<file path="config.mk">
export PLATFORM = sky130hd
export DESIGN_NAME = write_beat_packer
export DESIGN_NICKNAME = d
export VERILOG_FILES = /design/src/logic/sched_pkg.sv /design/src/logic/write_beat_packer.sv
export SDC_FILE = /design/constraint.sdc
export NUM_CORES = 1
export LEC_CHECK = 0
export ABC_AREA = 1
export BUFFER_PORTS_ARGS = -buffer_cell sky130_fd_sc_hd__buf_2
export CORE_AREA = 2 2 516 518
export DETAILED_ROUTE_END_ITERATION = 8
export DIE_AREA = 0 0 518 520
export PLACE_DENSITY = 0.3
export SYNTH_ARGS = -nofsm -noshare
export SYNTH_HDL_FRONTEND = slang
export SYNTH_SLANG_ARGS = --single-unit
</file>
<file path="constraint.sdc">
create_clock -name i_clk -period 24.7 [get_ports i_clk]
set_input_delay 2.47 -clock i_clk [delete_from_list [all_inputs] [get_ports i_clk]]
set_output_delay 2.47 -clock i_clk [all_outputs]
set_load 0.005 [all_outputs]
</file>
<file path="src/logic/sched_pkg.sv">
// opcode enum, DRAM address, request id and core number types, default sizes
package sched_pkg;

    ////////////////////////////////////////////////////////////////////////
    // DRAM address split
    ////////////////////////////////////////////////////////////////////////
    localparam int bank_bits = 3;
    localparam int row_bits  = 14;
    localparam int col_bits  = 10;
    localparam int addr_bits = bank_bits + row_bits + col_bits;

    // frontend beat width and beats per backend word
    localparam int fe_width_dflt = 256;
    localparam int beats_dflt    = 4;

    ////////////////////////////////////////////////////////////////////////
    // types
    ////////////////////////////////////////////////////////////////////////
    typedef enum logic
    {
        OP_READ  = 1'b0,
        OP_WRITE = 1'b1
    } op_e;

    // bank in the top bits, then row, column at the bottom
    typedef logic [addr_bits-1:0] addr_t;

    // id handed back with read data
    typedef logic [4:0] req_id_t;

    // issuing core
    typedef logic [1:0] core_num_t;

endpackage

</file>
<file path="src/logic/write_beat_packer.sv">
// write beat collector, packs one request's beats into a backend word
module write_beat_packer import sched_pkg::*; #(
    parameter int fe_width = fe_width_dflt,
    parameter int beats    = beats_dflt
) (
    input  logic                      i_clk,
    input  logic                      i_rst_n,
    input  logic                      i_start,
    input  addr_t                     i_addr,
    input  logic                      i_wdata_valid,
    input  logic [fe_width-1:0]       i_wdata,
    input  logic                      i_wdata_last,
    output logic                      o_busy,
    output logic                      o_push,
    output addr_t                     o_addr,
    output logic [fe_width*beats-1:0] o_word
);

    localparam int be_width = fe_width * beats;

    typedef enum logic
    {
        PACK_IDLE,
        PACK_COLLECT
    } pack_e;

    pack_e state;
    logic  beat_in;
    logic  last_in;

    assign beat_in = (state == PACK_COLLECT) && i_wdata_valid;
    assign last_in = beat_in && i_wdata_last;

    // the push cycle counts as busy, the queue count is not updated yet
    assign o_busy = (state == PACK_COLLECT) || o_push;

    always_ff @(posedge i_clk or negedge i_rst_n)
    begin
        if (!i_rst_n)
        begin
            state  <= PACK_IDLE;
            o_push <= 1'b0;
        end
        else
        begin
            o_push <= last_in;
            case (state)
                PACK_IDLE:
                begin
                    if (i_start)
                    begin
                        state <= PACK_COLLECT;
                    end
                end
                default:
                begin
                    if (last_in)
                    begin
                        state <= PACK_IDLE;
                    end
                end
            endcase
        end
    end

    // first beat ends up in the top slice
    always_ff @(posedge i_clk)
    begin
        if (i_start && (state == PACK_IDLE))
        begin
            o_addr <= i_addr;
        end
        if (beat_in)
        begin
            o_word <= (o_word << fe_width) | be_width'(i_wdata);
        end
    end

endmodule

</file>
# --- After elaboration in Yosys (flattened, before gate mapping) ---
# Cells that the tools add are included.
op_classes:
  n_bitwise: 2
  mux: 3
  n_reduce_logical: 4
ops:
  columns: ["operator", "count"]
  rows:
  - ["OR 1024 x 256 -> 1024 bit", 1]
  - ["logical AND 1 bit", 3]
  - ["two-way mux 1 bit", 3]
  - ["logical OR 1 bit", 1]
  - ["inverter 1 bit", 1]
word_totals:
  reg_bits: 1053
  output_inout_bits: 1053
  word_cells: 13
  input_bits: 288

# --- Longest topological paths before layout ---
depth:
  ltp_word: 4
  mapped_depth: 4
  depth_no_buf: 4

# --- Worst setup path before layout ---
# No wires, ideal clock.
synth_timing:
  kind: "input port to flip-flop"
  from: "input i_wdata_valid"
  to: "register o_word[0], enable pin"
  path_stages: 2
  slack_ns: 1.138
  setup_ns: 1.364
  t_arrival_ns: 22.198
  cell_sequence: "nand2_1 inv_1"
synth_between:
  elab_chain_cells: 1
synth_rtl:
  columns: ["element", "line", "source"]
  rows:
  - ["start, declared", "write_beat_packer.sv:10", "input logic i_wdata_valid,"]
  - ["logical AND 1 bit", "write_beat_packer.sv:31", "assign beat_in = (state == PACK_COLLECT) && i_wdata_valid;"]
  - ["named net beat_in", "write_beat_packer.sv:28", "logic beat_in;"]
  - ["end signal, assigned", "write_beat_packer.sv:75", "o_word <= (o_word << fe_width) | be_width'(i_wdata);"]
  - ["end, declared", "write_beat_packer.sv:16", "output logic [fe_width*beats-1:0] o_word"]
# The timed path passes the listed nets, and every way through them passes these cells.
# A chain may end at the register's enable or synchronous reset.

# --- Final worst setup path ---
layout_timing:
  from: "input i_wdata_valid"
  to: "register o_word[702], enable pin"
# The elaborated chain is that of the path after synthesis.

==> out/metrics.csv <==
metric,value,unit
H-tree Lvls,4,
HP Class,reg -> reg,
"area leader, netlist",edfxtp_1,
DR iter-0 viols,1277,
measured slew at the worst slew-check pin,1.10,ns
ranking of synthesized cells by area,"edfxtp_1 100%, dfrtp_1 0.16%, inv_1 0.059%, nand2_1 0.036%, or2_1 0.020%",
Worst VDD drop,56.6,uV
final setup vio count,0,
share of the synthesized area in the top cell type,0.997,
Mapped Cells,1064,
vias per cell,2.80,
clock latency on the worst-skew pair,0.79,ns
"Net Count, Synth",1352,
antenna violations before repair,36,
crit path kind,in -> reg,
final period utilization,0.286,
CP cell instances,"buf_2, nand2_1, inv_8, buf_4, buf_4, buf_4, buf_4, buf_4",
static leakage power,17.4,nW
total track usage,0.100,
total die area,269000,sq um
clk sinks,1053,
global route overflow,0,
dpl cells,5951,
port bufs,1340,
Avg WL per Cell,22.9,um
Worst EP required,25.10,ns
fmax,142,MHz
synthesized flop and latch total,1053,
largest fanout on the critical path,90,
final slew viol count,0,
first-pass iteration count of the detailed router,4,
register area share after synthesis,0.999,
most numerous cell on the critical path,buf_4,
CTS Buffer Depth,4,
final cell count without fillers,6192,
Period minus WS final,7.05,ns
library cells used by synthesis,7,
CP endpoint kind,flip-flop,
Critical Path Start Type,input port,
"Core Util, Final",0.178,
row cnt,189,
drc violations,0,
HPWL after detailed placement,112000,um
unrepaired setup endpoints after global routing,no,
Final ANT Viol Nets,0,
Final #Nets,2847,
Starting Density,0.120,
Max transition margin,0.266,
Fin Clk Skew,0.0539,ns
cts hold-fix bufs,0,
GPL Wtd Cong,0.838,
CTS tree,built,
CP max stage cell,buf_4,
largest net degree at the start of global routing,153,
clock-pin slew on the worst setup and hold paths,0.05,ns
CP max stage delay,0.94,ns
Die Span Y,520,um
first-pass GRT wire length,180000,um
Total Routed Length,142000,um
Mean Syn Cell Area,29.8,sq um
total core area,264000,sq um
endpoints failing hold,0,
TritonCTS Buffers,139,
Power Dens Cells,93.0,nW/um^2
minimum hold slack,0.426,ns
status,"finished, final reports clean",
Netlist Area Pre-Place,31700,sq um
Max Cap Viol,0,
Yosys warnings,0,
Die W,518,um
Setup Buffers After CTS,0,
Ports,1341,
vias in the first global route,17700,
layout cells sized above 1,0.577,
setup TNS,0,ns
worst path arrival time,7.45,ns
Clock Root Buffer,clkbuf_16,
area grow syn2layout,48.6,%
post_cts resized,0,
total number of vias,17300,
stage by stage:
step                cell area [sq um]  total power [mW]  setup slack (ns)
finish                          47000              4.37             17.65
global route                    47000              4.56             17.17
CTS                             47000              4.49             17.60
detailed placement              42900              2.55             16.62
global placement                42900              2.55             16.66
floorplan                       31700              2.41              1.14
area by class of cell:
class | count | area (sq um)
diodes | 11 | 27.5
clock buffers | 174 | 3630
clock inverters | 56 | 462
fillers | 28700 | 217000
inverters | 5 | 26.3
multi-input cells | 6 | 28.8
flip-flops and latches | 1053 | 31600
well taps | 3533 | 4420
repair buffers | 1354 | 6820
final timing paths:
kind / to / depth (start not counted) / slack, ns / from
worst min-delay path: o_word[418] / 0 / 0.43 / o_word[162]
worst min register to register: o_word[418] / 0 / 0.43 / o_word[162]
min in group asynchronous: o_push / 1 / 1.46 / i_rst_n
worst max-delay path: o_word[702] / 8 / 17.65 / i_wdata_valid
worst max register to register: o_word[702] / 7 / 18.96 / state
max in group asynchronous: state / 1 / 23.15 / i_rst_n
worst max-delay path, delay by kind of cell:
kind                   cells  cell delay (ns)
buffers and inverters      7             4.59
and+or+nand+nor            1             0.13
synth_stat cells (all sizes together):
cell type  count
edfxtp      1051
nand2          3
dfrtp          2
inv            5
or2            1
nand3          1
nor2           1
cells in the final DEF, fill, tap and decap left out, types with 3 or more instances in the layout:
cell        count
clkbuf_1       34
nand2_1         3
diode_2        11
edfxtp_1     1051
clkinvlp_4      8
clkbuf_16     140
inv_6           3
inv_1           4
bufinv_16       3
inv_8           3
clkinv_1       23
buf_4          13
clkinv_2       10
buf_2        1340
clkinv_8        3
sequential cells by signal, summed over array words and instances, names as in the netlist:
name,cells
o_push,1
o_word,1024
state,1
o_addr,27
report_power, final:
part / internal [mW] / switching [mW] / leakage (nW) / total (mW)
registers: 2.14 / 0.0840 / 10.0 / 2.22
logic: 0.0941 / 0.182 / 5.39 / 0.276
clock network: 1.07 / 0.800 / 1.96 / 1.87
total: 3.31 / 1.07 / 17.4 / 4.37
per-layer routing:
layer / up-vias / routed length [um] / global-route usage
met4: 4 / 3650 / 0.0306
met1: 8843 / 61100 / 0.128
li1: 7382 / - / -
met2: 918 / 63500 / 0.152
met5: - / 27 / 0
met3: 202 / 13600 / 0.0415
cells by family after synthesis:
group         Yosys count  synth area share
buf+inv                 5          0.000593
flops                1053             0.999
simple gates            6          0.000830
(Power assumes the default switching activity.)
