$ cat config.mk
export PLATFORM = sky130hd
export DESIGN_NAME = read_beat_splitter
export DESIGN_NICKNAME = d
export VERILOG_FILES = /design/src/logic/sched_pkg.sv /design/src/logic/sync_fifo.sv /design/src/logic/read_beat_splitter.sv
export SDC_FILE = /design/constraint.sdc
export NUM_CORES = 2
export LEC_CHECK = 0
export BUFFER_PORTS_ARGS = -buffer_cell sky130_fd_sc_hd__buf_4
export CORE_ASPECT_RATIO = 0.5
export CORE_MARGIN = 2
export CORE_UTILIZATION = 50
export DETAILED_ROUTE_END_ITERATION = 16
export PLACE_DENSITY = 0.68
export REMOVE_ABC_BUFFERS = 1
export SLEW_MARGIN = 20
export SYNTH_ARGS = -nofsm -noshare
export SYNTH_HDL_FRONTEND = slang
export SYNTH_MEMORY_MAX_BITS = 65536
export SYNTH_SLANG_ARGS = --single-unit
$ cat constraint.sdc
create_clock -name i_clk -period 40.7 [get_ports i_clk]
set_input_delay 8.14 -clock i_clk [delete_from_list [all_inputs] [get_ports i_clk]]
set_output_delay 8.14 -clock i_clk [all_outputs]
set_load 0.01 [all_outputs]
$ cat src/logic/sched_pkg.sv
// opcode enum, DRAM address, request id and core number types, default sizes
package sched_pkg;

    ////////////////////////////////////////////////////////////////////////
    // DRAM address split
    ////////////////////////////////////////////////////////////////////////
    localparam int bank_bits = 3;
    localparam int row_bits  = 14;
    localparam int col_bits  = 10;
    localparam int addr_bits = bank_bits + row_bits + col_bits;

    // frontend beat width and beats per backend word
    localparam int fe_width_dflt = 256;
    localparam int beats_dflt    = 4;

    ////////////////////////////////////////////////////////////////////////
    // types
    ////////////////////////////////////////////////////////////////////////
    typedef enum logic
    {
        OP_READ  = 1'b0,
        OP_WRITE = 1'b1
    } op_e;

    // bank in the top bits, then row, column at the bottom
    typedef logic [addr_bits-1:0] addr_t;

    // id handed back with read data
    typedef logic [4:0] req_id_t;

    // issuing core
    typedef logic [1:0] core_num_t;

endpackage

$ cat src/logic/sync_fifo.sv
// synchronous circular FIFO with full, empty and occupancy count
module sync_fifo #(
    parameter int data_width = 8,
    parameter int depth      = 4
) (
    input  logic                       i_clk,
    input  logic                       i_rst_n,
    input  logic                       i_push,
    input  logic [data_width-1:0]      i_data,
    input  logic                       i_pop,
    output logic [data_width-1:0]      o_data,
    output logic                       o_full,
    output logic                       o_empty,
    output logic [$clog2(depth+1)-1:0] o_count
);

    localparam int ptr_w = (depth > 1) ? $clog2(depth) : 1;
    localparam int cnt_w = $clog2(depth + 1);

    logic [data_width-1:0] mem [depth];
    logic [ptr_w-1:0]      wr_ptr;
    logic [ptr_w-1:0]      rd_ptr;
    logic                  do_push;
    logic                  do_pop;

    // push on full and pop on empty fall through
    assign do_push = i_push && !o_full;
    assign do_pop  = i_pop && !o_empty;

    assign o_full  = (o_count == cnt_w'(depth));
    assign o_empty = (o_count == '0);
    assign o_data  = mem[rd_ptr];

    always_ff @(posedge i_clk or negedge i_rst_n)
    begin
        if (!i_rst_n)
        begin
            wr_ptr  <= '0;
            rd_ptr  <= '0;
            o_count <= '0;
        end
        else
        begin
            if (do_push)
            begin
                wr_ptr <= (wr_ptr == ptr_w'(depth - 1)) ? '0 : wr_ptr + 1'b1;
            end
            if (do_pop)
            begin
                rd_ptr <= (rd_ptr == ptr_w'(depth - 1)) ? '0 : rd_ptr + 1'b1;
            end
            if (do_push && !do_pop)
            begin
                o_count <= o_count + 1'b1;
            end
            else if (!do_push && do_pop)
            begin
                o_count <= o_count - 1'b1;
            end
        end
    end

    always_ff @(posedge i_clk)
    begin
        if (do_push)
        begin
            mem[wr_ptr] <= i_data;
        end
    end

endmodule

$ cat src/logic/read_beat_splitter.sv
// return word queue, read tag queue and beat-by-beat response output
module read_beat_splitter import sched_pkg::*; #(
    parameter int fe_width = fe_width_dflt,
    parameter int beats    = beats_dflt,
    parameter int q_depth  = 4
) (
    input  logic                      i_clk,
    input  logic                      i_rst_n,
    input  logic                      i_rd_issue,
    input  req_id_t                   i_issue_id,
    input  core_num_t                 i_issue_core,
    input  logic                      i_rdata_valid,
    input  logic [fe_width*beats-1:0] i_rdata,
    input  logic                      i_resp_ready,
    output logic                      o_rdata_ready,
    output logic                      o_resp_valid,
    output logic [fe_width-1:0]       o_resp_data,
    output logic                      o_resp_last,
    output req_id_t                   o_resp_id,
    output core_num_t                 o_resp_core
);

    localparam int be_width  = fe_width * beats;
    localparam int tag_width = $bits(req_id_t) + $bits(core_num_t);
    localparam int cnt_w     = $clog2(q_depth + 1);
    localparam int beat_w    = (beats > 1) ? $clog2(beats) : 1;
    // tags also cover reads still sitting inside the backend
    localparam int tag_depth = 8 * q_depth;

    logic [be_width-1:0]  ret_word;
    logic                 ret_empty;
    logic [cnt_w-1:0]     ret_count;
    logic [tag_width-1:0] tag_head;
    logic                 ret_push;
    logic                 beat_fire;
    logic                 word_done;
    logic [beat_w-1:0]    beat_cnt;
    logic [beat_w-1:0]    beat_sel;

    assign ret_push = i_rdata_valid && o_rdata_ready;

    sync_fifo #(.data_width(be_width), .depth(q_depth)) u_ret_q (
        .i_clk   (i_clk),
        .i_rst_n (i_rst_n),
        .i_push  (ret_push),
        .i_data  (i_rdata),
        .i_pop   (word_done),
        .o_data  (ret_word),
        .o_full  (),
        .o_empty (ret_empty),
        .o_count (ret_count)
    );

    sync_fifo #(.data_width(tag_width), .depth(tag_depth)) u_tag_q (
        .i_clk   (i_clk),
        .i_rst_n (i_rst_n),
        .i_push  (i_rd_issue),
        .i_data  ({i_issue_id, i_issue_core}),
        .i_pop   (word_done),
        .o_data  (tag_head),
        .o_full  (),
        .o_empty (),
        .o_count ()
    );

    ////////////////////////////////////////////////////////////////////////
    // response beats
    ////////////////////////////////////////////////////////////////////////
    // most significant slice goes out first
    assign beat_sel     = beat_w'(beats - 1) - beat_cnt;
    assign o_resp_valid = !ret_empty;
    assign o_resp_data  = ret_word[beat_sel * fe_width +: fe_width];
    assign o_resp_last  = o_resp_valid && (beat_cnt == beat_w'(beats - 1));
    assign {o_resp_id, o_resp_core} = tag_head;

    assign beat_fire = o_resp_valid && i_resp_ready;
    assign word_done = beat_fire && o_resp_last;

    always_ff @(posedge i_clk or negedge i_rst_n)
    begin
        if (!i_rst_n)
        begin
            beat_cnt      <= '0;
            o_rdata_ready <= 1'b0;
        end
        else
        begin
            // leaves room for one word that lands after ready drops
            o_rdata_ready <= (ret_count < cnt_w'(q_depth - 1));
            if (word_done)
            begin
                beat_cnt <= '0;
            end
            else if (beat_fire)
            begin
                beat_cnt <= beat_cnt + 1'b1;
            end
        end
    end

endmodule

* After elaboration in Yosys (flattened, before gate mapping) *
Memory sizes are Yosys's and may differ from the RTL's.
Index checks and enable logic that the tools add are counted.

cells by class
  add/subtract/negate cells = 10
  $mul = 0
  div/mod/pow operators = 0
  $lt $le $gt $ge = 1
  eq/ne operators = 7
  shifts and indexed selects = 1
  mux-type cells = 14
  bitwise operators = 0
  reduce and logical (&&, ||, !) cells = 25

operator list
  operator              number
  $shiftx 1024x11->256  1
  $logic_and 1x1->1     12
  $mux 6                2
  $add 5x1->5 const B   2
  $eq 5x5->1 const B    2
  $mux 5                2
  $logic_not 1->1       8
  $mux 2                4
  $add 2x1->2 const B   3
  $add 6x1->6 const B   1
  $eq 2x2->1 const B    3
  $eq 6x6->1 const B    1
  $logic_not 6->1       1
  $mux 3                2
  $reduce_bool 2->1     3
  $sub 6x1->6 const B   1
  $mux 1                4
  $add 3x1->3 const B   1
  $eq 3x3->1 const B    1
  $logic_not 3->1       1
  $lt 3x2->1 const B    1
  $sub 3x1->3 const B   1
  $sub 2x2->2 const A   1

word-level totals
  bits in registers = 26
  bits in latches = 0
  RAM bits = 4,320
  bits in read-only memories = 0
  input port bits = 1,036
  output and inout port bits = 266
  memories kept = 2

memory list
  memory       words  bits a word  read ports  clocked after memory_dff  write ports  RTL line         source
  u_ret_q.mem  4      1,024        1           0                         1            sync_fifo.sv:20  logic [data_width-1:0] mem [depth];
  u_tag_q.mem  32     7            1           0                         1            sync_fifo.sv:20

* Logic depth before layout (Yosys ltp) *
  depth after elaboration = 8
  gate-level depth with buffers = 10
  depth with buffers taken out = 10

* Hierarchy *
A second synthesis with hierarchy kept.

unflattened totals
  cells, all modules = 6,233
  area, all modules = 164,272.6 sq um

modules (own cells, without submodules)
  module               times used  cells each  area each (sq um)  seq. area each (sq um)
  sync_fifo (u_ret_q)  1           5,385       147,734.2          123,173.1
  sync_fifo (u_tag_q)  1           521         9,758.1            7,126.8
  read_beat_splitter   1           327         6,780.3            75.1

* Worst setup path after synthesis *
Ideal clock, no wire load.

  path kind = input to register
  start point = in i_rdata_valid
  end point = mem u_ret_q.mem[0][0] (netlist name) (enable)
  arrival = 31,563 ps
  required time = 39,168 ps
  setup slack = 7,605 ps
  stages on the path = 3
  path buffers = 0
  path through = nand2_1 > a21oi_1 > and2_1

between the ends
  word-level cells in the longest chain between the ends = 4

ends and longest elaborated chain
  element                       RTL line                  source
  start: declaration            read_beat_splitter.sv:12  input logic i_rdata_valid,
  $logic_and 1x1->1             read_beat_splitter.sv:40  assign ret_push = i_rdata_valid && o_rdata_ready;
  $logic_and 1x1->1             sync_fifo.sv:27           assign do_push = i_push && !o_full;
  named net u_ret_q.do_push     sync_fifo.sv:23           logic do_push;
  $mux 1                        sync_fifo.sv:65           if (do_push)
  $mux 1 (not written as such)  sync_fifo.sv:67           mem[wr_ptr] <= i_data;
  end: declaration              sync_fifo.sv:20

The timed path passes the listed nets, and every way through them passes these cells.

* Final worst setup path *
  start point = reg u_ret_q.rd_ptr[0]
  end point = out o_resp_data[202]

between the ends
  word-level cells in the longest chain between the ends = 2

ends and longest elaborated chain
  element                   RTL line                  source
  start: declaration        sync_fifo.sv:22           logic [ptr_w-1:0] rd_ptr;
  start signal: assignment  sync_fifo.sv:50           rd_ptr <= (rd_ptr == ptr_w'(depth - 1)) ? '0 : rd_ptr + 1'b1;
  $mem_v2 4x1024            -
  $shiftx 1024x11->256      read_beat_splitter.sv:72  assign o_resp_data = ret_word[beat_sel * fe_width +: fe_width];
  end: declaration          read_beat_splitter.sv:17  output logic [fe_width-1:0] o_resp_data,

Every way passes these cells.

==> impl_metrics.csv <==
group,metric,value,unit
sta,final-setup-viol-count,0,
synthesis,synth_top_family_by_area,"multiplexers",
global_route,grt_remaining_overflow,0,
critical_path,path_common_cell,"buf_4",
run_status,status,"finished, final reports clean",
clock_network,cts_setup_buffers,0,
sta,maxSlewViolCount,0,
place,globalplace.congestion,0.804,
place,placed_area,0.178,mm²
clock_network,cts_buffers,374,
pwr,leakage,60.8,nW
floorplan,rows,148,
sta,rsz0062_at_grt,"no",
sta,worstMarginPinSlew,1090,ps
sta,hold_viol,0,
critical_path,worstPathArrival,7420,ps
pwr,power_frac_seq,43.4,%
route,dr.pass1.iters,5,
sta,fin_crit_sh,38.2,%
synthesis,synth_adder_area_share,0.170,%
route,num_vias,72900,
clock_network,cts_tree,"done",
critical_path,r2r_start,"u_ret_q.o_count[0]$_DFFE_PN0P_",
sta,layout_min_cycle_time,15560,ps
synthesis,yosys.area_share.simple,0.283,%
critical_path,cp_slowest_cell,"dfrtp_4",
clock_network,cts_max_level,5,
synthesis,synthFlopType,"edfxtp_1",
synthesis,ys_seq_area_share,79.8,%
critical_path,cp-end-kind,"primary output",
pwr,netSwitchingFraction,28.5,%
min_path,hp-class,"reg -> reg",
critical_path,reg2reg_to,"u_ret_q.mem[3][731]$_DFFE_PP_",
clock_network,ctsHoldBuffers,0,
synthesis,synthMuxAreaShare,18.5,%
global_route,grt_usage,22.9,%
synthesis,ys_warn_count,0,
floorplan,pin_count,1302,
place,portBuffers,1301,
clock_network,clock_latency,930,ps
synthesis,synth-compound-area-share,0.316,%
pwr,ir_worst_vdd,0.0524,mV
synthesis,synthCells,6224,
route,ant_nets,0,
synthesis,ys_async_sr_fraction,0.598,%
floorplan,start_util,50.2,%
pwr,intPower,0.00930,W
clock_network,clk_pin_slew,60,ps
synthesis,syn_area,0.163,mm²
finish,synthToLayoutAreaGrowth,16.6,%
critical_path,critPathMaxFanout,47,
flow_run,drv_cap,0,
synthesis,avgSynthCellArea,26.2,µm²
critical_path,required,32560,ps
sta,skew,43.3,ps
pwr,p_total,0.0130,W
finish,fill_cells,23000,
critical_path,critPathCapture,"o_resp_data[202]",
critical_path,startpoint_type,"flip-flop",
critical_path,r2r_setup_slack,33160,ps
floorplan,core_region_area,0.325,mm²
critical_path,cp_cell_sequence,"buf_4 > buf_4 > buf_4 > buf_4 > buf_4 > mux4_2 > mux4_2 > buf_4",
route,wirelength,387000,µm
critical_path,crit_type,"reg -> out",
route,drc_errors,0,
global_route,grt_pass1_vias,75700,
floorplan,die_h,408,µm
route,drtIter0Drc,6932,
clock_network,clock_sinks,4346,
clock_network,cts_resized,0,
pwr,switching_power,0.00371,W
pwr,combPwrFrac,29.6,%
critical_path,critPathLaunch,"u_ret_q.rd_ptr[0]$_DFFE_PN0P_",
synthesis,synth_edf_count,4320,
global_route,grt_first_pass_wirelength,545000,µm
synthesis,ys_types,42,
synthesis,ys_seq_elements,4346,
critical_path,slowest_delay,1020,ps
global_route,grt_max_degree,141,
finish,stdcell_area,0.190,mm²
floorplan,fp.dieW,812,µm
route,wl_per_cell,30.9,µm
finish,drive_above_1_share,40.9,%
critical_path,r2r_cells,10,
sta,fmax,0.0643,GHz
clock_network,cts_buffer_depth,4,
floorplan,dieArea,0.331,mm²
global_route,antenna_found_initial,261,
sta,slew_headroom,27.5,%
pwr,power_density,68.3,mW/mm²
synthesis,synthXorXnorAreaFrac,0.0429,%
route,viasPerCell,5.83,
clock_network,clock-root-buffer,"clkbuf_16",
pwr,clkPwrFrac,27.0,%
finish,finalNetCount,8766,
place,post-dp-hpwl,249000,µm
placed cells by master, fill, tap and decap left out, types with 19 or more instances in the layout:
cell type  netlist  routed
edfxtp_1      4320    4320
buf_4            0    1405
mux4_2        1324    1324
clkbuf_16        0     382
diode_2          0     159
clkinv_1         0      84
clkbuf_1       150      81
clkinv_2         0      62
nor2_1          41      41
bufinv_16        0      32
mux2i_1         26      26
dfrtp_1         26      21
nand2_1         20      20
a22oi_1         19      19
ha_1            19      19
stage by stage:
step	setup slack, ps	TNS (ps)	hold slack [ps]	util [%]	instances
6_report	25140	0	519	58.6	12500
5_1_grt	24290	0	543	58.6	12500
4_1_cts	24670	0	524	58.4	12400
3_5_place_dp	25280	0	511	54.8	11700
3_3_place_gp	25220	0	503	54.8	11700
2_1_floorplan	-7820	-2002200	469	-	5912
critical path: cells and delay by family (launching register included):
family,cells,cell delay [ps]
buf+inv,6,4090
flops,1,1020
mux,2,1140
cells in the mapped netlist, drive strengths merged, types with 5 or more instances:
library cell / count / share of area (%)
edfxtp: 4320 / 79
mux4: 1324 / 18
buf: 162 / 0.53
clkbuf: 150 / 0.34
nor2: 41 / 0.094
dfrtp: 26 / 0.40
mux2i: 26 / 0.16
nand2: 20 / 0.046
a22oi: 19 / 0.087
ha: 19 / 0.15
o21ai: 14 / 0.043
a21oi: 12 / 0.037
inv: 9 / 0.021
a211oi: 7 / 0.032
o221ai: 7 / 0.038
mux2: 6 / 0.041
o22ai: 6 / 0.023
and2: 5 / 0.019
nand3b: 5 / 0.023
cell families (layout without fill, tap and decap cells):
family,Yosys count,after routing
other,0,159
xor gates and xnor gates,8,8
buffers and inverters,321,2102
adders and majority gates,21,21
DFF,4346,4346
and+or+nand+nor,97,97
muxes,1356,1356
AOI/OAI and AO/OA,75,75
power by group through the flow:
stage	logic [W]	clock network [W]	registers (W)
finish	0.00385	0.00352	0.00565
global route	0.00404	0.00374	0.00569
CTS	0.00393	0.00358	0.00565
detailed placement	0.00392	0	0.00575
global placement	0.00390	0	0.00572
floorplan	0.00550	0	0.00675
how the worst min path moves through the flow:
stage / cells past startpoint / slack [ps] / startpoint / to
3_3_place_gp: 1 / 500 / u_tag_q.o_count[5]$_DFFE_PN0P_ / u_tag_q.o_count[5]$_DFFE_PN0P_
4_1_cts: 2 / 520 / u_tag_q.o_count[3]$_DFFE_PN0P_ / u_tag_q.o_count[3]$_DFFE_PN0P_
5_1_grt: 1 / 540 / u_tag_q.o_count[5]$_DFFE_PN0P_ / u_tag_q.o_count[5]$_DFFE_PN0P_
3_5_place_dp: 2 / 510 / u_tag_q.o_count[3]$_DFFE_PN0P_ / u_tag_q.o_count[3]$_DFFE_PN0P_
2_1_floorplan: 2 / 470 / u_tag_q.o_count[4]$_DFFE_PN0P_ / u_tag_q.o_count[4]$_DFFE_PN0P_
6_report: 2 / 520 / u_tag_q.o_count[3]$_DFFE_PN0P_ / u_tag_q.o_count[3]$_DFFE_PN0P_
flip-flops by register name (all words and copies together), names as in the netlist:
signal           cells
u_ret_q.rd_ptr       2
u_tag_q.wr_ptr       5
u_tag_q.mem        224
u_tag_q.o_count      6
u_ret_q.mem       4096
u_tag_q.rd_ptr       5
u_ret_q.o_count      3
beat_cnt             2
u_ret_q.wr_ptr       2
o_rdata_ready        1
final cells by class:
| class | instances | area (µm²) | share of cell area, % |
|---|---|---|---|
| diodes | 159 | 398 | 0.209 |
| clock buffers | 466 | 9900 | 5.20 |
| clock inverters | 206 | 1880 | 0.987 |
| inverters | 9 | 33.8 | 0.0177 |
| multi-input cells | 1557 | 31500 | 16.5 |
| flip-flops and latches | 4346 | 130000 | 68.5 |
| well taps | 4350 | 5440 | 2.86 |
| repair buffers | 1421 | 10900 | 5.71 |
per-layer routing:
metal  global-route usage [%]  wire [µm]  vias to the layer above
met1                     25.9     133000                    39100
met3                     2.67      14100                      909
met5                        0         40                        -
met2                     40.1     213000                     2380
li1                         -          -                    30500
met4                     17.7      28000                        6
(Power assumes the default switching activity.)
